**src/common/esg_consts.svh**
```systemverilog
`ifndef ESG_CONSTS_SVH
`define ESG_CONSTS_SVH

// frame framing
`define ESG_SYNC 8'hA5

// settings RAM geometry
`define ESG_AW 8
`define ESG_DW 32

// range swept by the LED controller settings scan
`define ESG_SCAN_START 8'h00
`define ESG_SCAN_STOP  8'h0F

// settings words
`define ADDR_LED_PERIOD 8'h04 // blink period in ticks

// exec command addresses
`define ADDR_BLINK_ON 8'h10
`define ADDR_ALL_ON   8'h11
`define ADDR_ALL_OFF  8'h12
`define ADDR_0_ON     8'h13
`define ADDR_0_OFF    8'h14
`define ADDR_1_ON     8'h15
`define ADDR_1_OFF    8'h16

// 1 ms at 125 MHz
`define ESG_TICK_CYCLES_DEFAULT 125000

`endif

```
**src/common/led_pkg.sv**
```systemverilog
`default_nettype none

////////////////////////////////////////////////////////////
// LED controller types
////////////////////////////////////////////////////////////

package led_pkg;

  // static mode follows the per-LED on/off commands,
  // blink mode toggles both LEDs from the period setting
  typedef enum logic {
    MODE_STAT  = 1'b0,
    MODE_BLINK = 1'b1
  } led_mode_t;

endpackage : led_pkg

`default_nettype wire

```
**src/common/esg_if.sv**
```systemverilog
`timescale 1ns/1ps
`default_nettype none

`include "esg_consts.svh"

////////////////////////////////////////////////////////////
// exec command channel
////////////////////////////////////////////////////////////

interface exe_if;

  logic                val;  // one cycle strobe
  logic [`ESG_AW-1:0]  addr; // command address, valid with val

  modport src (
    output val,
    output addr
  );

  modport dst (
    input val,
    input addr
  );

endinterface : exe_if

////////////////////////////////////////////////////////////
// settings RAM, one write port and one read port
////////////////////////////////////////////////////////////

interface prm_ram_if;

  logic                we; // write strobe
  logic [`ESG_AW-1:0]  wa;
  logic [`ESG_DW-1:0]  wd;
  logic [`ESG_AW-1:0]  ra;
  logic [`ESG_DW-1:0]  rq; // one clock after ra

  modport wr (
    output we,
    output wa,
    output wd
  );

  modport rd (
    output ra,
    input  rq
  );

  modport mem (
    input  we,
    input  wa,
    input  wd,
    input  ra,
    output rq
  );

endinterface : prm_ram_if

`default_nettype wire

```
**src/verilog/led_control.sv**
```systemverilog
`timescale 1ns/1ps
`default_nettype none

`include "esg_consts.svh"

// two status LEDs, static on/off or blinking together

module led_control
  import led_pkg::*;
#(
  parameter int TICK_CYCLES = `ESG_TICK_CYCLES_DEFAULT
) (
  input  logic        clk,
  input  logic        rst,
  exe_if.dst          exe,
  prm_ram_if.rd       ram,
  output logic [1:0]  led
);

  localparam int TW = $clog2(TICK_CYCLES);
  localparam int PW = 16; // period width in ticks

  led_mode_t          cmd_mode; // from exec commands
  led_mode_t          mode;     // aligned with led
  logic [1:0]         led_raw;  // static values, bit per LED
  logic [`ESG_AW-1:0] ra_dl;
  logic [PW-1:0]      period;
  logic [TW-1:0]      tick_ctr;
  logic               tick;
  logic [PW-1:0]      ctr_blink;
  logic               blk;      // shared blink phase

  ////////////////////////////////////////////////////////////
  // settings scan
  ////////////////////////////////////////////////////////////

  always_ff @(posedge clk) begin
    if (rst) begin
      ram.ra <= `ESG_SCAN_START;
      ra_dl  <= `ESG_SCAN_START;
      period <= '0;
    end else begin
      ram.ra <= (ram.ra == `ESG_SCAN_STOP) ? `ESG_SCAN_START : ram.ra + 1'b1;
      ra_dl  <= ram.ra; // lines up with rq
      if (ra_dl == `ADDR_LED_PERIOD) period <= ram.rq[PW-1:0];
    end
  end

  ////////////////////////////////////////////////////////////
  // exec decode
  ////////////////////////////////////////////////////////////

  always_ff @(posedge clk) begin
    if (rst) begin
      cmd_mode <= MODE_BLINK;
      led_raw  <= 2'b00;
    end else if (exe.val) begin
      case (exe.addr)
        `ADDR_BLINK_ON: cmd_mode <= MODE_BLINK;
        `ADDR_ALL_ON: begin
          cmd_mode <= MODE_STAT;
          led_raw  <= 2'b11;
        end
        `ADDR_ALL_OFF: begin
          cmd_mode <= MODE_STAT;
          led_raw  <= 2'b00;
        end
        `ADDR_0_ON: begin
          cmd_mode   <= MODE_STAT;
          led_raw[0] <= 1'b1;
        end
        `ADDR_0_OFF: begin
          cmd_mode   <= MODE_STAT;
          led_raw[0] <= 1'b0;
        end
        `ADDR_1_ON: begin
          cmd_mode   <= MODE_STAT;
          led_raw[1] <= 1'b1;
        end
        `ADDR_1_OFF: begin
          cmd_mode   <= MODE_STAT;
          led_raw[1] <= 1'b0;
        end
        default: ; // not a LED command
      endcase
    end
  end

  ////////////////////////////////////////////////////////////
  // millisecond tick
  ////////////////////////////////////////////////////////////

  always_ff @(posedge clk) begin
    if (rst) begin
      tick_ctr <= '0;
      tick     <= 1'b0;
    end else if (tick_ctr == TW'(TICK_CYCLES - 1)) begin
      tick_ctr <= '0;
      tick     <= 1'b1;
    end else begin
      tick_ctr <= tick_ctr + 1'b1;
      tick     <= 1'b0;
    end
  end

  // blink phase, toggles once every period+1 ticks
  always_ff @(posedge clk) begin
    if (rst) begin
      ctr_blink <= '0;
      blk       <= 1'b0;
    end else if (cmd_mode == MODE_BLINK && tick) begin
      ctr_blink <= (ctr_blink >= period) ? '0 : ctr_blink + 1'b1;
      if (ctr_blink == '0) blk <= ~blk;
    end
  end

  ////////////////////////////////////////////////////////////
  // outputs
  ////////////////////////////////////////////////////////////

  always_ff @(posedge clk) begin
    if (rst) begin
      mode <= MODE_BLINK;
      led  <= 2'b00;
    end else begin
      mode <= cmd_mode;
      led  <= (cmd_mode == MODE_BLINK) ? {2{blk}} : led_raw;
    end
  end

endmodule : led_control

`default_nettype wire

```
**src/flat_wrapper.sv**
```systemverilog
// flat-port wrapper written by rule: the top's interface ports become plain ports
module led_control_flat import led_pkg::*;
#(
  parameter int TICK_CYCLES = `ESG_TICK_CYCLES_DEFAULT
)
  (clk, rst, led, exe_val, exe_addr, ram_ra, ram_rq);
  exe_if exe_i ();
  prm_ram_if ram_i ();
  input  logic clk;
  input  logic rst;
  output logic [1:0] led;
  input wire logic [$bits(exe_i.val)-1:0] exe_val;
  input wire logic [$bits(exe_i.addr)-1:0] exe_addr;
  output wire logic [$bits(ram_i.ra)-1:0] ram_ra;
  input wire logic [$bits(ram_i.rq)-1:0] ram_rq;
  assign exe_i.val = exe_val;
  assign exe_i.addr = exe_addr;
  assign ram_ra = ram_i.ra;
  assign ram_i.rq = ram_rq;
  led_control #(.TICK_CYCLES(TICK_CYCLES)) u_core (.clk(clk), .rst(rst), .exe(exe_i), .ram(ram_i), .led(led));
endmodule
```
**config.mk**
```make
export PLATFORM = sky130hd
export DESIGN_NAME = led_control_flat
export DESIGN_NICKNAME = d
export VERILOG_FILES = /design/src/common/led_pkg.sv /design/src/common/esg_if.sv /design/src/verilog/led_control.sv /design/src/flat_wrapper.sv
export VERILOG_INCLUDE_DIRS = /design/src /design/src/common
export SDC_FILE = /design/constraint.sdc
export NUM_CORES = 1
export LEC_CHECK = 0
export BUFFER_PORTS_ARGS = -buffer_cell sky130_fd_sc_hd__buf_2
export CORE_MARGIN = 8
export CORE_UTILIZATION = 56
export CTS_BUF_LIST = sky130_fd_sc_hd__clkbuf_8 sky130_fd_sc_hd__clkbuf_16
export DETAILED_ROUTE_END_ITERATION = 10
export PLACE_DENSITY = 0.77
export RECOVER_POWER = 100
export SYNTH_ARGS = -nofsm -noshare
export SYNTH_HDL_FRONTEND = slang
export SYNTH_SLANG_ARGS = --single-unit
```
**constraint.sdc**
```tcl
create_clock -name clk -period 2.55 [get_ports clk]
set_input_delay 0.3825 -clock clk [delete_from_list [all_inputs] [get_ports clk]]
set_output_delay 0.3825 -clock clk [all_outputs]
set_load 0.02 [all_outputs]
```
==> results of run 1 <==
cells by family after synthesis:
family | Yosys count | synth area share (%)
AND/OR/NAND/NOR | 161 | 24.27
flip-flops | 72 | 43.89
XOR/XNOR | 36 | 9.600
buffers and inverters | 31 | 4.152
AO/OA/AOI/OAI | 26 | 5.295
adder cells (fa/ha/maj) | 20 | 7.619
multiplexers | 17 | 5.181
final timing paths:
path	slack, ns	to	start	cells past startpoint
hold reg to reg	0.46	u_core.tick_ctr[0]	u_core.tick_ctr[0]	1
setup / recovery	0.23	u_core.ctr_blink[8]	u_core.ctr_blink[13]	6
hold / removal	0.27	u_core.period[7]	ram_rq[7]	3
setup reg to reg	0.23	u_core.ctr_blink[8]	u_core.ctr_blink[13]	6
per-layer routing:
layer / up-vias / share of wire [%]
met5: - / 0
met1: 1203 / 45
li1: 1311 / -
met2: 30 / 50
met3: 13 / 3.3
met4: 0 / 2.1
cell type report:
class | count | area, um^2 | area share [%]
clock buffers | 9 | 123.9 | 3.377
clock inverters | 7 | 55.05 | 1.501
inverters | 22 | 82.58 | 2.251
multi-input cells | 260 | 1702 | 46.38
flip-flops and latches | 72 | 1441 | 39.29
well taps | 75 | 93.84 | 2.558
repair buffers | 37 | 170.2 | 4.638
layout by cell type, fill, tap and decap left out, types with 9 or more instances in the layout:
master | Yosys | final
inv_1 | 22 | 22
clkbuf_1 | 3 | 12
nor2b_1 | 9 | 9
dfxtp_1 | 72 | 72
mux2i_1 | 17 | 17
nor4_1 | 11 | 11
ha_1 | 20 | 20
xor2_1 | 18 | 18
clkbuf_8 | 0 | 9
nand2_1 | 23 | 23
buf_2 | 4 | 25
nand3_1 | 13 | 13
nor2_1 | 66 | 66
xnor2_1 | 18 | 18
a21oi_1 | 9 | 9
nand4_1 | 9 | 9
critical path, cell delays in order (launching register included):
cell	delay, ns
dfxtp_1	0.38
ha_1	0.33
nand4_1	0.16
nor3_1	0.26
or4b_4	0.52
a31oi_4	0.43
nor2_1	0.11
per-stage QoR:
stage / hold WS (ns) / power (W) / worst slack [ns] / cells
finish: 0.2671 / 0.002079 / 0.2271 / 482
floorplan: 0.4175 / 0.001259 / 0.5819 / 363
detailed placement: 0.4534 / 0.001298 / 0.2809 / 466
global route: 0.2625 / 0.002169 / 0.08084 / 482
global placement: 0.4291 / 0.001294 / 0.3203 / 466
CTS: 0.2587 / 0.002106 / 0.2367 / 482
state kept, by name (all words and copies together) (netlist names):
| signal | flops |
|---|---|
| u_core.ra_dl | 8 |
| u_core.ram.ra | 8 |
| u_core.led_raw | 2 |
| u_core.tick_ctr | 17 |
| u_core.cmd_mode | 1 |
| u_core.blk | 1 |
| u_core.tick | 1 |
| u_core.period | 16 |
| u_core.led | 2 |
| u_core.ctr_blink | 16 |
where the power goes:
group	leakage [nW]	switching [W]	internal (W)
clock network	0.0862	0.000452	0.000361
logic	0.834	0.0000650	0.0000497
registers	0.582	0.0000124	0.00114
==> flow_summary.ini, run 1 <==
[global_route]
grt_max_degree = 32
grt_pass1_wl_um = 10760
met1_usage_pct = 16.11
grt_util_met2_pct = 27.41
grt_busiest_layer = met2
grt_usage_pct = 15.35
use_met3_pct = 3.883
grt_pass1_vias = 2573
antenna_found_initial = 0
grt_overflow = 0

[clock_network]
cts_tree = done
cts_root_buffer = clkbuf_8
clkTransAtPathRegs_ns = 0.08
htreeDepth = 3
postCtsHoldBufs = 0
clockBufferDepth = 2
numCtsBuffers = 9
post_cts_resize_count = 0
numClockSinks = 72
clk_latency_ns = 0.35
post_cts.repair.setup_buffers = 0

[layout]
diodes = 0
postLayoutCellArea_um2 = 3669
final_core_util_pct = 63.46
nNetsFinal = 465
synthToLayoutAreaGrowth_pct = 11.70
drive_gt1_share_pct = 11.06
nFillCells = 522

[critical_path]
cp.required_ns = 2.76
worst_setup_path_start_kind = register
arrival_ns = 2.54
path_max_fanout = 15
worstSetupPathType = reg2reg
crit_path_end_kind = register

[floorplanning]
rows = 28
fp.dieH_um = 92.59
coreArea_um2 = 5781
start_util_pct = 56.82
die_w_um = 92.59
top_level_ports = 53
die-area_um2 = 8572

[yosys]
synth.cell_area_um2 = 3284
synth_area_leader_cell = dfxtp_1
synth_ff_type = dfxtp_1
synth_edf_count = 0
synth_most_common_cell = dfxtp_1
synthArstFlopShare_pct = 0
synth.distinct_cells = 39
synth_top_cell_area_share_pct = 43.89
ys_seq_area_share_pct = 43.89
syn-mean-instance-area_um2 = 9.048
yosysWarnings = 0
syn_nets = 426
netlist_top_cells_count = dfxtp_1, nor2_1, nand2_1, inv_1, ha_1
yosys-top-cells-area = dfxtp_1, ha_1, nor2_1, mux2i_1, xnor2_1
synthCells = 363
synth-seq-cells = 72

[power_and_ir_drop]
p_leak_nw = 1.502
powerDensity_nw_per_um2 = 566.6
peakVddDrop_mv = 0.3846

[sta]
drv_slew = 0
finalCritPeriodShare_pct = 91.10
relSlewSlack_pct = 17.20
rsz0062_at_grt = false
hold_viol = 0
tightest_slew_ns = 1.242
fin_worst_skew_ns = 0.007834
fin_crit_ns = 2.323
setup_violations = 0
timing.fmax_mhz = 430.5
tns_ns = 0

[routing]
drcViolationCount = 0
wire_per_inst_um = 12.76
via_per_inst = 5.305
dr.pass1.iters = 4
antenna_left = 0
drt-initial-drc-count = 82
wl_um = 6152
via_count = 2557

[job]
cap_violations = 0

[placed_design]
dpl_cell_area_um2 = 3512
hpwl_um = 4484
routabilityCongestion = 0.8247
port_buffers = 36

[status]
status = completed

[hold_path]
hold_path_class = in2reg
No activity file was read; power rests on OpenSTA's default activity.
==> inputs of run 2 (changes only) <==
--- a/config.mk
+++ b/config.mk
@@ -13,6 +13,7 @@
 export DETAILED_ROUTE_END_ITERATION = 10
 export PLACE_DENSITY = 0.77
 export RECOVER_POWER = 100
+export REMOVE_ABC_BUFFERS = 1
 export SYNTH_ARGS = -nofsm -noshare
 export SYNTH_HDL_FRONTEND = slang
 export SYNTH_SLANG_ARGS = --single-unit
==> flow_summary.ini, run 2 (synthesis results as in run 1) <==
[routing]
wl_um = 6180
dr.pass1.iters = 4
wire_per_inst_um = 12.80
antenna_left = 0
via_per_inst = 5.296
drcViolationCount = 0
via_count = 2558
drt-initial-drc-count = 66

[critical_path]
cpPeakStageDelay_ns = 0.51
r2r_cells = 6
cp_cell_sequence = ha_1 > nand4_1 > nor3_2 > or4b_4 > a31oi_4 > nor2_1
crit_path_end_kind = register
path_max_fanout = 15
cp_slowest_cell = or4b_4
arrival_ns = 2.48
cp.required_ns = 2.77
r2r_start = u_core.ctr_blink[13]
worstSetupPathType = reg2reg
worst_setup_path_start_kind = register
reg2reg_slack_ns = 0.29
r2r_end = u_core.ctr_blink[5]

[clock_network]
cts_tree = done
htreeDepth = 3
cts_root_buffer = clkbuf_8
postCtsHoldBufs = 0
clk_latency_ns = 0.35
post_cts_resize_count = 0
clockBufferDepth = 2
clkTransAtPathRegs_ns = 0.08
numClockSinks = 72
numCtsBuffers = 9
post_cts.repair.setup_buffers = 0

[job]
cap_violations = 0

[sta]
tns_ns = 0
drv_slew = 0
setup_violations = 0
whs_ns = 0.2630
hold_viol = 0
timing.fmax_mhz = 443.2
tightest_slew_ns = 1.051
finalCritPeriodShare_pct = 88.48
relSlewSlack_pct = 29.94
rsz0062_at_grt = false
fin_worst_skew_ns = 0.007930
fin_crit_ns = 2.256

[global_route]
grt_pass1_wl_um = 10760
grt_overflow = 0
grt_max_degree = 27
use_met3_pct = 3.722
grt_busiest_layer = met2
antenna_found_initial = 0
met1_usage_pct = 16.43
grt_usage_pct = 15.31
grt_pass1_vias = 2568
grt_util_met2_pct = 27.59

[floorplanning]
rows = 28
top_level_ports = 53
die_w_um = 92.59
start_util_pct = 56.82
fp.dieH_um = 92.59
die-area_um2 = 8572
coreArea_um2 = 5781

[layout]
layout_common_cells = dfxtp_1, nor2_1, buf_2, nand2_1, inv_1
nNetsFinal = 466
synthToLayoutAreaGrowth_pct = 12.84
top_regs = u_core.tick_ctr x17, u_core.ctr_blink x16, u_core.period x16
postLayoutCellArea_um2 = 3706
largest_reg_flops = 17
diodes = 0
final_common_cell = dfxtp_1
top_register = u_core.tick_ctr
drive_gt1_share_pct = 11.52

[placed_design]
port_buffers = 36
hpwl_um = 4602
routabilityCongestion = 0.8107
dpl_cell_area_um2 = 3520

[power_and_ir_drop]
peakVddDrop_mv = 0.4602
p_leak_nw = 1.519
powerDensity_nw_per_um2 = 587.4

[status]
status = completed

[hold_path]
hold_path_class = in2reg
hold_end = u_core.period[5]
hold_depth = 3
min_from = ram_rq[5]
[run 2: cell count changes in the layout (fill, tap and decap cells not counted), sizes merged]
cell	previous run	this run
buf	25	26
bufinv	0	1
clkinv	3	2
[run 2: where the power goes]
| group | switching [W] | total (W) | internal, W |
|---|---|---|---|
| Sequential | 0.0000126 | 0.00115 | 0.00114 |
| Combinational | 0.0000653 | 0.000115 | 0.0000501 |
| Clock | 0.000448 | 0.000909 | 0.000461 |
[run 2: worst max-delay path: cells and delay by family, from the launching register on]
kind | cells | cell delay [ns]
simple gates | 4 | 1.02
compound gates | 1 | 0.42
fa+ha+maj | 1 | 0.32
flops | 1 | 0.37
[run 2: through the flow]
| step | std cells | setup WS (ns) | total power, W | utilization, % |
|---|---|---|---|---|
| after floorplan | 354 | 0.5889 | 0.001245 | - |
| after global placement | 467 | 0.3402 | 0.001292 | 60.89 |
| after detailed placement | 467 | 0.2789 | 0.001297 | 60.89 |
| after CTS | 483 | 0.2673 | 0.002196 | 64.42 |
| after global routing | 483 | 0.1334 | 0.002256 | 64.11 |
| final | 483 | 0.2937 | 0.002177 | 64.11 |
[run 2: layout make-up]
type,instances,area [um^2]
clock buffers,9,123.9
clock inverters,7,80.08
fillers,506,2074
inverters,22,82.58
multi-input cells,260,1707
flip-flops and latches,72,1441
well taps,75,93.84
repair buffers,38,177.7
[run 2: worst max path at each step]
stage | depth (start not counted) | startpoint | slack [ns] | to
5_1_grt | 6 | u_core.ctr_blink[13] | 0.13 | u_core.ctr_blink[5]
3_5_place_dp | 6 | u_core.ctr_blink[13] | 0.28 | u_core.ctr_blink[5]
2_1_floorplan | 6 | u_core.ctr_blink[13] | 0.59 | u_core.ctr_blink[10]
4_1_cts | 6 | u_core.ctr_blink[13] | 0.27 | u_core.ctr_blink[5]
3_3_place_gp | 6 | u_core.ctr_blink[13] | 0.34 | u_core.ctr_blink[2]
6_report | 6 | u_core.ctr_blink[13] | 0.29 | u_core.ctr_blink[5]
[run 2: per-layer routing]
layer,share of wire [%],up-vias
met2,51,38
met1,45,1204
met5,0,-
met3,3.3,10
li1,-,1306
met4,1.6,0
