File: config.mk
export PLATFORM = sky130hd
export DESIGN_NAME = esg_parser_flat
export DESIGN_NICKNAME = d
export VERILOG_FILES = /design/src/common/esg_pkg.sv /design/src/common/esg_if.sv /design/src/esg/esg_parser.sv /design/src/flat_wrapper.sv
export VERILOG_INCLUDE_DIRS = /design/src /design/src/common
export SDC_FILE = /design/constraint.sdc
export NUM_CORES = 1
export LEC_CHECK = 0
export ABC_AREA = 1
export ABC_CLOCK_PERIOD_IN_PS = 3300
export BUFFER_PORTS_ARGS = -buffer_cell sky130_fd_sc_hd__buf_2
export CAP_MARGIN = 5
export CORE_MARGIN = 10
export CORE_UTILIZATION = 35
export DETAILED_ROUTE_END_ITERATION = 10
export GPL_TIMING_DRIVEN = 1
export PLACE_DENSITY_LB_ADDON = 0.12
export SETUP_SLACK_MARGIN = 0.2
export SLEW_MARGIN = 20
export SYNTH_ARGS = -nofsm -noshare
export SYNTH_HDL_FRONTEND = slang
export SYNTH_SLANG_ARGS = --single-unit
File: constraint.sdc
create_clock -name clk -period 3.3 [get_ports clk]
set_input_delay 0.33 -clock clk [delete_from_list [all_inputs] [get_ports clk]]
set_output_delay 0.33 -clock clk [all_outputs]
set_load 0.01 [all_outputs]
File: src/common/esg_consts.svh
`ifndef ESG_CONSTS_SVH
`define ESG_CONSTS_SVH

// frame framing
`define ESG_SYNC 8'hA5

// settings RAM geometry
`define ESG_AW 8
`define ESG_DW 32

// range swept by the LED controller settings scan
`define ESG_SCAN_START 8'h00
`define ESG_SCAN_STOP  8'h0F

// settings words
`define ADDR_LED_PERIOD 8'h04 // blink period in ticks

// exec command addresses
`define ADDR_BLINK_ON 8'h10
`define ADDR_ALL_ON   8'h11
`define ADDR_ALL_OFF  8'h12
`define ADDR_0_ON     8'h13
`define ADDR_0_OFF    8'h14
`define ADDR_1_ON     8'h15
`define ADDR_1_OFF    8'h16

// 1 ms at 125 MHz
`define ESG_TICK_CYCLES_DEFAULT 125000

`endif

File: src/common/esg_pkg.sv
`default_nettype none

////////////////////////////////////////////////////////////
// command frame types
////////////////////////////////////////////////////////////

package esg_pkg;

  // opcode byte, second byte of a frame
  // anything not listed here is reported as a command error
  typedef enum logic [7:0] {
    OP_WRITE = 8'h01, // addr + 4 data bytes, msb first
    OP_EXEC  = 8'h02  // addr only
  } esg_op_t;

  // parser position inside a frame
  typedef enum logic [1:0] {
    ST_SYNC = 2'd0, // hunting for sync byte
    ST_OP   = 2'd1, // next byte is the opcode
    ST_ADDR = 2'd2, // next byte is the address
    ST_DATA = 2'd3  // collecting write payload
  } esg_state_t;

endpackage : esg_pkg

`default_nettype wire

File: src/common/esg_if.sv
`timescale 1ns/1ps
`default_nettype none

`include "esg_consts.svh"

////////////////////////////////////////////////////////////
// exec command channel
////////////////////////////////////////////////////////////

interface exe_if;

  logic                val;  // one cycle strobe
  logic [`ESG_AW-1:0]  addr; // command address, valid with val

  modport src (
    output val,
    output addr
  );

  modport dst (
    input val,
    input addr
  );

endinterface : exe_if

////////////////////////////////////////////////////////////
// settings RAM, one write port and one read port
////////////////////////////////////////////////////////////

interface prm_ram_if;

  logic                we; // write strobe
  logic [`ESG_AW-1:0]  wa;
  logic [`ESG_DW-1:0]  wd;
  logic [`ESG_AW-1:0]  ra;
  logic [`ESG_DW-1:0]  rq; // one clock after ra

  modport wr (
    output we,
    output wa,
    output wd
  );

  modport rd (
    output ra,
    input  rq
  );

  modport mem (
    input  we,
    input  wa,
    input  wd,
    input  ra,
    output rq
  );

endinterface : prm_ram_if

`default_nettype wire

File: src/esg/esg_parser.sv
`timescale 1ns/1ps
`default_nettype none

`include "esg_consts.svh"

// byte stream in, RAM writes / exec strobes / error strobes out
// frame: sync, opcode, addr, [d3 d2 d1 d0 for writes]

module esg_parser
  import esg_pkg::*;
(
  input  logic        clk,
  input  logic        rst,
  input  logic [7:0]  rxd,
  input  logic        rxv,
  exe_if.src          exe,
  prm_ram_if.wr       ram,
  output logic        cmd_err
);

  esg_state_t         state;
  esg_op_t            op;
  logic [1:0]         data_cnt; // payload bytes taken so far
  logic [`ESG_AW-1:0] addr;
  logic [`ESG_DW-1:0] data;

  ////////////////////////////////////////////////////////////
  // frame FSM
  ////////////////////////////////////////////////////////////

  always_ff @(posedge clk) begin
    if (rst) begin
      state    <= ST_SYNC;
      data_cnt <= '0;
      ram.we   <= 1'b0;
      exe.val  <= 1'b0;
      cmd_err  <= 1'b0;
    end else begin
      // strobes last a single cycle
      ram.we  <= 1'b0;
      exe.val <= 1'b0;
      cmd_err <= 1'b0;
      if (rxv) begin
        case (state)
          ST_SYNC: begin
            if (rxd == `ESG_SYNC) state <= ST_OP; // garbage is dropped
          end
          ST_OP: begin
            case (rxd)
              OP_WRITE, OP_EXEC: state <= ST_ADDR;
              default: begin
                cmd_err <= 1'b1; // unknown opcode, resync
                state   <= ST_SYNC;
              end
            endcase
          end
          ST_ADDR: begin
            if (op == OP_EXEC) begin
              exe.val <= 1'b1; // frame ends here
              state   <= ST_SYNC;
            end else begin
              data_cnt <= '0;
              state    <= ST_DATA;
            end
          end
          ST_DATA: begin
            data_cnt <= data_cnt + 1'b1;
            if (data_cnt == 2'd3) begin
              ram.we <= 1'b1; // last payload byte
              state  <= ST_SYNC;
            end
          end
          default: state <= ST_SYNC;
        endcase
      end
    end
  end

  ////////////////////////////////////////////////////////////
  // frame fields
  ////////////////////////////////////////////////////////////

  always_ff @(posedge clk) begin
    if (rxv) begin
      case (state)
        ST_OP:   op   <= esg_op_t'(rxd);
        ST_ADDR: addr <= rxd;
        ST_DATA: data <= {data[`ESG_DW-9:0], rxd}; // msb first
        default: ;
      endcase
    end
  end

  assign exe.addr = addr;
  assign ram.wa   = addr;
  assign ram.wd   = data; // complete word when we is high

endmodule : esg_parser

`default_nettype wire

File: src/flat_wrapper.sv
// flat-port wrapper written by rule: the top's interface ports become plain ports
module esg_parser_flat import esg_pkg::*;
  (clk, rst, rxd, rxv, cmd_err, exe_val, exe_addr, ram_we, ram_wa, ram_wd);
  exe_if exe_i ();
  prm_ram_if ram_i ();
  input  logic clk;
  input  logic rst;
  input  logic [7:0] rxd;
  input  logic rxv;
  output logic cmd_err;
  output wire logic [$bits(exe_i.val)-1:0] exe_val;
  output wire logic [$bits(exe_i.addr)-1:0] exe_addr;
  output wire logic [$bits(ram_i.we)-1:0] ram_we;
  output wire logic [$bits(ram_i.wa)-1:0] ram_wa;
  output wire logic [$bits(ram_i.wd)-1:0] ram_wd;
  assign exe_val = exe_i.val;
  assign exe_addr = exe_i.addr;
  assign ram_we = ram_i.we;
  assign ram_wa = ram_i.wa;
  assign ram_wd = ram_i.wd;
  esg_parser u_core (.clk(clk), .rst(rst), .rxd(rxd), .rxv(rxv), .exe(exe_i), .ram(ram_i), .cmd_err(cmd_err));
endmodule
==> results of run 1 <==
stage by stage:
step,instances,hold WS [ns],power [W],area [um^2]
finish,264,0.256,0.00118,2390
global route,264,0.248,0.00123,2390
CTS,264,0.252,0.00120,2390
detailed placement,257,0.433,0.000785,2290
global placement,257,0.429,0.000784,2290
floorplan,132,0.399,0.000771,1950
power by group through the flow:
stage / logic [W] / registers, W / clock network [W]
after floorplan: 0.00000582 / 0.000765 / 0
after global placement: 0.0000192 / 0.000765 / 0
after detailed placement: 0.0000203 / 0.000765 / 0
after CTS: 0.0000205 / 0.000749 / 0.000427
after global routing: 0.0000226 / 0.000749 / 0.000459
final: 0.0000200 / 0.000749 / 0.000415
flip-flops by register name (all words and copies together) (netlist names):
register and cells:
u_core.ram.wd 32, u_core.exe.addr 8, u_core.op 8, u_core.data_cnt 2, u_core.state 2, u_core.cmd_err 1, u_core.exe.val 1, u_core.ram.we 1
worst reg2reg max path, stage by stage, from the launching register on:
cell     delay, ns
dfxtp_1       0.45
nand2_1       0.19
nor2_4        0.73
layout make-up:
type	instances	share of cell area, %
Sequential cell	55	66.0
Timing Repair Buffer	61	12.7
Multi-Input combinational cell	53	10.7
Tap cell	72	3.76
Clock buffer	6	3.03
Inverter	16	2.51
Clock inverter	1	1.25
metal layers:
metal  wire (um)  up-vias
li1            -      557
met1        1530      548
met2        1990       49
met3         318        4
met4          41        0
met5           0        -
cells by family after synthesis:
family / Yosys count / synth area share, %
flops: 55 / 81.1
compound gates: 8 / 2.70
buf+inv: 24 / 6.16
simple gates: 43 / 8.92
fa+ha+maj: 1 / 0.642
xor+xnor: 1 / 0.449
cell usage in the layout, fill, tap and decap left out:
cell        n
a211oi_1    1
a21oi_1     4
a21oi_2     1
buf_2      61
bufinv_16   1
clkbuf_1    1
clkbuf_8    5
dfxtp_1     7
edfxtp_1   48
ha_1        1
inv_1      16
nand2_1    21
nand2_2     1
nand3_1     4
nor2_1     14
nor2_2      1
nor2_4      1
nor4_1      1
o21a_1      1
o21ai_2     1
xor2_1      1
worst max path at each step:
stage	slack, ns	depth (start not counted)	endpoint
2_1_floorplan	0.97	2	u_core.ram.wd[0]$_DFFE_PN_
3_3_place_gp	1.61	3	u_core.ram.wd[3]$_DFFE_PN_
3_5_place_dp	1.56	3	u_core.ram.wd[21]$_DFFE_PN_
4_1_cts	1.54	2	u_core.ram.wd[0]$_DFFE_PN_
5_1_grt	1.42	2	u_core.ram.wd[0]$_DFFE_PN_
6_report	1.56	2	u_core.ram.wd[19]$_DFFE_PN_
==> summary.txt, run 1 <==
Timing
  – RSZ-0062 raised after global routing: no
  – FMAX: approximately 0.57 GHz
  – Worst slew margin: approximately two fifths
  – TNS Setup: 0 ns
  – Final min period: roughly 1.7 ns
  – Final setup vio count: 0
  – Pins over their slew limit: 0
  – Post-layout worst setup margin: 1.56 ns
  – Worst slew pin tran: just over 0.9 ns
  – Tcrit/Tclk final: a little over half
  – Final Hold Violating Endpoints: 0
  – Skew final: 0.00419 ns

Pwr
  – Combinational Power Share: under 10%
  – Int Power: slightly below 0.001 W
  – PwrDens: a little under 500 nW/um^2
  – Clock share of power: 35.1%
  – Worst IR Drop VDD: slightly above 200 uV
  – P_sw: 0.000206 W
  – Leakage: roughly 0.96 nW
  – Net Sw Frac: roughly 17%
  – Reg power frac: a little over three fifths

Placement
  – GPL Wtd Cong: about 0.88
  – IO Port Bufs: 61
  – Placement Setup Slack: around 1.6 ns
  – HPWL after DPL: 2990 um

Worst setup path
  – Worst R2R Setup Slack: ~1.6 ns
  – Worst flop-to-flop path endpoint: u_core.ram.wd[19]$_DFFE_PN_
  – Critical path startpoint category: register
  – Path depth of the worst reg2reg path: 2
  – WP buf/inv: 0
  – Crit end category: register
  – Crit path launch: u_core.state[1]$_SDFFE_PP0P_
  – CP Data Arrival Time: between 1.5 and 2 ns
  – Crit path kind: register to register
  – Worst R2R Start: u_core.state[1]$_SDFFE_PP0P_
  – Top delay family on crit path: simple AND/OR/NAND/NOR gates
  – CP max-delay cell: nor2_4
  – Worst path max stage delay: 0.73 ns
  – Crit-path cells: nand2_1 > nor2_4
  – Crit-path max FO: 33
  – WP data required: 3.23 ns

Final layout
  – Antenna cells: 0
  – Layout cells sized above 1: a little under two fifths
  – Area Growth Syn to Fin: 22.8%
  – Nets: 204
  – Footprint of the multi-input gates: around 260 um^2
  – Sequential Area: about 1600 um^2
  – Final Util: between 40% and 50%
  – Filler cell count: roughly 530

Clocking
  – CTS sink count: 55
  – Clock slew at reported path FFs: ~0.090 ns
  – Resized cells post-CTS: 0
  – Num CTS Buffers: 5
  – Clock Tree Buf Depth: 2
  – Worst-Skew Late Latency: 0.29 ns
  – Postcts setup bufs: 0
  – CTS Hold Bufs: 0
  – Root Buffer: clkbuf_8
  – Htree depth: 2
  – CTS tree: done

Synthesis
  – Async set or reset register ratio after synthesis: 0%
  – Most frequent cell after synthesis: edfxtp_1
  – Cell variety after synth: 17
  – Register area share after synthesis: 81.1%
  – Post-synth top area cell: edfxtp_1
  – Top-area cell type share of the netlist area: approximately 74%
  – Synthesized area: slightly below 2000 um^2
  – Post-synth top cells: edfxtp_1 (48), nand2_1 (21), inv_1 (16)
  – Main flop type after synthesis: edfxtp_1
  – Synth warn: 0
  – EDFF count, synth: 48
  – Avg Cell Area, Syn: around 15 um^2
  – Syn Inst Count: about 130
  – Yosys reg bits: 55
  – Mapped Nets: roughly 140
  – Area contributors post-synth: edfxtp_1 (74%), dfxtp_1 (7.2%), nand2_1 (4.0%)

Route
  – WL/cell: between 10 and 15 um
  – Vias post-DR: 1158
  – Number of remaining DRC errors: 0
  – Vias/cell: about 4.4
  – Final WL: around 3900 um
  – DRT antenna net count: 0
  – Drt first pass iters: 4
  – Initial DRC count: 44

Die
  – Num ports: 62
  – Initial Utilization: between 30% and 40%
  – Total die area: approximately 9000 um^2
  – Rows: 27
  – Die Y: roughly 95 um
  – Core area: around 5400 um^2
  – Die Width: about 95 um

Worst hold path
  – Worst hold path type: input pin to register
  – Worst Hold Launch: rxd[4]
  – Hold endpoint: u_core.op[4]$_DFFE_PN_
  – Hold Path Depth: 1

Global routing
  – GRT Max-Usage Layer: met2
  – Vias in the first global route: about 1200
  – Grt met2 use: 15.2%
  – GR Util met1: 8.62%
  – Pin count of the biggest net entering global routing: 34
  – Met3 GRT Util: 3.41%
  – Total global-route track usage: 8.49%
  – Initial antenna violation count: 0
  – First-pass GRT wire length: roughly 5800 um
  – Congestion Overflow GR: 0

Outcome
  – Status: finished, final reports clean

Flow run
  – Max Cap Viol: 0
No activity file was read; power rests on OpenSTA's default activity.
==> inputs of run 2 (changes only) <==
--- a/config.mk
+++ b/config.mk
@@ -7,7 +7,7 @@
 export NUM_CORES = 1
 export LEC_CHECK = 0
 export ABC_AREA = 1
-export ABC_CLOCK_PERIOD_IN_PS = 3300
+export ABC_CLOCK_PERIOD_IN_PS = 1600
 export BUFFER_PORTS_ARGS = -buffer_cell sky130_fd_sc_hd__buf_2
 export CAP_MARGIN = 5
 export CORE_MARGIN = 10
==> constraint.sdc (replaced) <==
create_clock -name clk -period 1.6 [get_ports clk]
set_input_delay 0.16 -clock clk [delete_from_list [all_inputs] [get_ports clk]]
set_output_delay 0.16 -clock clk [all_outputs]
set_load 0.01 [all_outputs]
==> run 2 against run 1 <==
Net effect:
- non-clock buffer count increased by 4
- clock skew up 0.0022 ns
- via count is 0.35% higher
- count of clock-buffer cells in the layout decreased by 1
- worst hold slack got worse by 0.17 ns
- setup slack got worse by 1.2 ns
- global-route usage is 0.072 points higher
- sequential cell count is the same
==> summary.txt, run 2 (synthesis results as in run 1) <==
Global routing
  – Initial antenna violation count: 0
  – Congestion Overflow GR: 0
  – Total global-route track usage: approximately 8.6%
  – Vias in the first global route: ~1200
  – Pin count of the biggest net entering global routing: 22
  – First-pass GRT wire length: ~6000 um

Outcome
  – Status: finished, final reports clean

Die
  – Num ports: between 60 and 70
  – Core area: between 5000 and 6000 um^2
  – Die Y: 94.6 um
  – Die Width: around 95 um
  – Initial Utilization: between 30% and 40%
  – Total die area: a little under 9000 um^2
  – Rows: 27

Clocking
  – Num CTS Buffers: 5
  – CTS Hold Bufs: 0
  – Clock slew at reported path FFs: roughly 0.09 ns
  – Postcts setup bufs: 0
  – Resized cells post-CTS: 0
  – CTS sink count: 55
  – Root Buffer: clkbuf_8
  – Htree depth: 2
  – Worst-Skew Late Latency: approximately 0.29 ns
  – Clock Tree Buf Depth: 2
  – CTS tree: done

Worst hold path
  – Worst hold path type: input pin to register
  – Worst Hold Launch: rxd[4]

Final layout
  – Layout cells sized above 1: between 40% and 50%
  – Nets: 208
  – Sequential Area: between 1500 and 2000 um^2
  – Number of flip-flops under the largest register name: 32
  – Commonest non-fill, non-tap cell in the layout: buf_2
  – Commonest cells after routing, fill and taps aside: buf_2 (61), edfxtp_1 (48), nand2_1 (20)
  – Antenna cells: 0
  – Filler cell count: between 500 and 600
  – Footprint of the multi-input gates: 258 um^2
  – Area Growth Syn to Fin: 23.7%

Placement
  – GPL Wtd Cong: ~0.75
  – Placement Setup Slack: around 0.33 ns
  – HPWL after DPL: between 2000 and 3000 um
  – IO Port Bufs: 61

Route
  – Number of remaining DRC errors: 0
  – Vias/cell: 4.32
  – DRT antenna net count: 0
  – WL/cell: approximately 14 um
  – Drt first pass iters: 4
  – Final WL: ~3800 um
  – Initial DRC count: 37
  – Vias post-DR: about 1200

Worst setup path
  – Worst R2R Start: u_core.state[1]$_SDFFE_PP0P_
  – Worst R2R Setup Slack: approximately 0.38 ns
  – Crit path launch: u_core.state[1]$_SDFFE_PP0P_
  – Crit path kind: register to register
  – Crit end category: register
  – WP data required: 1.58 ns
  – Crit-path max FO: 21
  – CP Data Arrival Time: roughly 1.2 ns
  – Critical path startpoint category: register

Timing
  – Hold slack final: roughly 0.09 ns
  – TNS Setup: 0 ns
  – Pins over their slew limit: 0
  – Final min period: 1.22 ns
  – Final Hold Violating Endpoints: 0
  – Post-layout worst setup margin: 0.377 ns
  – Skew final: ~0.0064 ns
  – Worst slew pin tran: about 0.26 ns
  – FMAX: around 0.8 GHz
  – Final setup vio count: 0
  – RSZ-0062 raised after global routing: no
  – Tcrit/Tclk final: approximately 76%
  – Worst slew margin: between 80% and 90%

Pwr
  – Total Power: roughly 0.0023 W
  – Worst IR Drop VDD: ~460 uV
  – Leakage: roughly 0.97 nW
  – PwrDens: approximately 950 nW/um^2

Flow run
  – Max Cap Viol: 0
-- run 2: cell types whose count changed in the layout (fill, tap and decap cells not counted), moves of 2 or more --
| cell | before | now |
|---|---|---|
| dfxtp_1 | 7 | 5 |
| clkinv_2 | 0 | 3 |
| buf_4 | 0 | 4 |
| dfxtp_2 | 0 | 2 |
-- run 2: routing by layer --
metal / global-route usage, % / wire length [um] / vias to the layer above
met1: 8.69 / 1510 / 544
met4: 3.24 / 53 / 0
li1: - / - / 564
met2: 14.8 / 1820 / 47
met3: 4.36 / 376 / 7
met5: 0 / 0 / -
-- run 2: final timing paths --
| kind | cells after the start | to |
|---|---|---|
| setup / recovery | 3 | u_core.ram.wd[13]$_DFFE_PN_ |
| hold / removal | 1 | u_core.exe.addr[4]$_DFFE_PN_ |
| setup reg to reg | 3 | u_core.ram.wd[13]$_DFFE_PN_ |
| hold reg to reg | 0 | u_core.ram.wd[15]$_DFFE_PN_ |
-- run 2: critical path, cell delays in order (launching register included) --
cell,delay (ns)
dfxtp_2,0.40
nand2_2,0.11
nor2_4,0.12
buf_4,0.27
-- run 2: area by class of cell --
class | count | share of cell area [%]
flip-flops and latches | 55 | 65.7
repair buffers | 65 | 13.9
multi-input cells | 53 | 10.7
well taps | 72 | 3.74
clock buffers | 5 | 2.85
inverters | 16 | 2.49
clock inverters | 3 | 0.623
-- run 2: power breakdown --
group          internal [W]   total, W  leakage, nW  switching (W)
Clock              0.000300   0.000702       0.0477       0.000402
Combinational     0.0000145  0.0000426        0.437      0.0000281
Sequential          0.00154    0.00154        0.489    0.000000336
-- run 2: stage by stage --
| step | cell area [um^2] | util (%) | cells |
|---|---|---|---|
| after floorplan | 1960 | - | 132 |
| after global placement | 2330 | 42.8 | 261 |
| after detailed placement | 2330 | 42.8 | 261 |
| after CTS | 2410 | 44.3 | 269 |
| after global routing | 2410 | 44.3 | 269 |
| final | 2410 | 44.3 | 269 |
==> inputs of run 3 (changes only) <==
--- a/config.mk
+++ b/config.mk
@@ -7,7 +7,7 @@
 export NUM_CORES = 1
 export LEC_CHECK = 0
 export ABC_AREA = 1
-export ABC_CLOCK_PERIOD_IN_PS = 1600
+export ABC_CLOCK_PERIOD_IN_PS = 1200
 export BUFFER_PORTS_ARGS = -buffer_cell sky130_fd_sc_hd__buf_2
 export CAP_MARGIN = 5
 export CORE_MARGIN = 10
==> constraint.sdc (replaced) <==
create_clock -name clk -period 1.2 [get_ports clk]
set_input_delay 0.12 -clock clk [delete_from_list [all_inputs] [get_ports clk]]
set_output_delay 0.12 -clock clk [all_outputs]
set_load 0.01 [all_outputs]
==> run 3 against run 2 <==
Net effect:
- first-iteration DRC count decreased by 22%
- sequential share of layout area fell by 7.3 points
- global-route usage decreased by 0.13 points
- non-clock buffer count up 17
- core utilization is 5.7 points higher
- routed wire length increased by 13%
- count of clock-buffer cells in the layout is 1 higher
- via count increased by 6.5%
- combinational power increased by 40%
- sequential cell count did not move
- clock skew rose by 0.00067 ns
- clock power grew 34%
==> summary.txt, run 3 (synthesis results as in run 1) <==
Placement
  – IO Port Bufs: a little over 60
  – Placement Setup Slack: 0.0388 ns
  – HPWL after DPL: between 2000 and 3000 um
  – GPL Wtd Cong: between 0.7 and 0.8

Worst hold path
  – Worst hold path type: input pin to register

Final layout
  – Commonest cells after routing, fill and taps aside: buf_2 (56), edfxtp_1 (48), inv_1 (13), nand2_1 (13), buf_4 (13)
  – Commonest non-fill, non-tap cell in the layout: buf_2
  – Number of flip-flops under the largest register name: 32
  – Area Growth Syn to Fin: 39.5%
  – Nets: 225
  – Antenna cells: 0
  – Layout cells sized above 1: 53.3%

Clocking
  – CTS sink count: 55
  – Num CTS Buffers: 5
  – Root Buffer: clkbuf_8
  – Clock slew at reported path FFs: ~0.090 ns
  – Worst-Skew Late Latency: around 0.3 ns
  – Htree depth: 2
  – Clock Tree Buf Depth: 2
  – CTS Hold Bufs: 0
  – CTS tree: done

Timing
  – Skew final: 0.00705 ns
  – Final Hold Violating Endpoints: 0
  – Final setup vio count: 0
  – Worst slew margin: a little over four fifths
  – Worst slew pin tran: 0.245 ns
  – Post-layout worst setup margin: ~0.056 ns
  – Pins over their slew limit: 0
  – TNS Setup: 0 ns
  – FMAX: approximately 0.9 GHz
  – Final min period: about 1.1 ns
  – RSZ-0062 raised after global routing: yes
  – Tcrit/Tclk final: 95.3%

Worst setup path
  – Crit path kind: register to register
  – Critical path startpoint category: register
  – WP data required: 1.21 ns
  – CP Data Arrival Time: between 1 and 1.5 ns
  – Crit-path max FO: 17
  – Crit end category: register

Die
  – Rows: 27
  – Total die area: about 9000 um^2
  – Num ports: 62
  – Die Y: 94.6 um
  – Initial Utilization: 35.8%
  – Die Width: 94.6 um
  – Core area: 5440 um^2

Global routing
  – Initial antenna violation count: 0
  – Vias in the first global route: ~1200
  – Total global-route track usage: 8.43%
  – Pin count of the biggest net entering global routing: 34
  – First-pass GRT wire length: roughly 5800 um
  – Congestion Overflow GR: 0

Route
  – Initial DRC count: 29
  – Drt first pass iters: 2
  – Vias post-DR: 1238
  – Final WL: between 4000 and 5000 um
  – WL/cell: 14.8 um
  – Number of remaining DRC errors: 0
  – Vias/cell: 4.33
  – DRT antenna net count: 0

Pwr
  – Leakage: 1.09 nW
  – Worst IR Drop VDD: roughly 550 uV
  – PwrDens: between 1000 and 1500 nW/um^2

Flow run
  – Max Cap Viol: 0

Outcome
  – Status: finished, final reports clean
-- run 3: changes by cell type in the layout (fill, tap and decap cells not counted), moves of 5 or more --
cell	before	now
nand2_1	20	13
buf_2	61	56
nand2_2	2	7
buf_4	4	13
buf_6	0	11
-- run 3: area by class of cell --
class / instances / area, um^2
clock buffers: 6 / 72.6
clock inverters: 2 / 12.5
fillers: 476 / 2720
inverters: 16 / 72.6
multi-input cells: 53 / 335
flip-flops and latches: 55 / 1590
well taps: 72 / 90.1
repair buffers: 82 / 547
-- run 3: critical path, stage by stage (launching register included) --
cell	delay, ns
dfxtp_4	0.40
nand2_4	0.08
nor2_4	0.19
buf_12	0.19
-- run 3: layer usage --
layer	vias to the layer above	routed length, um	GRT usage, %	part of all wire [%]
met5	-	0	0	0
met4	0	53	3.62	1.3
met3	6	369	4.44	8.7
met2	36	2250	14.3	53
met1	596	1560	8.49	37
li1	600	-	-	-
-- run 3: power breakdown --
| part | internal [W] | switching [W] |
|---|---|---|
| sequential | 0.00205 | 0.000000560 |
| clock | 0.000408 | 0.000532 |
| combinational | 0.0000202 | 0.0000395 |
-- run 3: stage by stage --
stage,area [um^2],total power [W],cells,util (%),hold slack (ns)
4_1_cts,2460,0.00310,269,45.2,0.0421
5_1_grt,2720,0.00318,286,50.0,0.0366
3_5_place_dp,2340,0.00216,260,43.1,0.360
3_3_place_gp,2340,0.00215,260,43.1,0.363
2_1_floorplan,1970,0.00212,132,-,0.179
6_report,2720,0.00306,286,50.0,0.0533
-- run 3: what timing repair did --
item | CTS | global route
endpoints found under the setup margin | 55 | 87
gates resized for setup | 6 | 29
cloned | 0 | 2
pin swaps | 3 | 9
buffers inserted | 1 | 15
-- run 3: path summary, 6_finish.rpt --
| path | startpoint | endpoint | slack (ns) | cells past startpoint |
|---|---|---|---|---|
| worst min register to register | u_core.ram.wd[1]$_DFFE_PN_ | u_core.ram.wd[9]$_DFFE_PN_ | 0.44 | 0 |
| worst max register to register | u_core.state[1]$_SDFFE_PP0P_ | u_core.ram.wd[1]$_DFFE_PN_ | 0.06 | 3 |
| worst max-delay path | u_core.state[1]$_SDFFE_PP0P_ | u_core.ram.wd[1]$_DFFE_PN_ | 0.06 | 3 |
| worst min-delay path | rxd[4] | u_core.exe.addr[4]$_DFFE_PN_ | 0.05 | 1 |
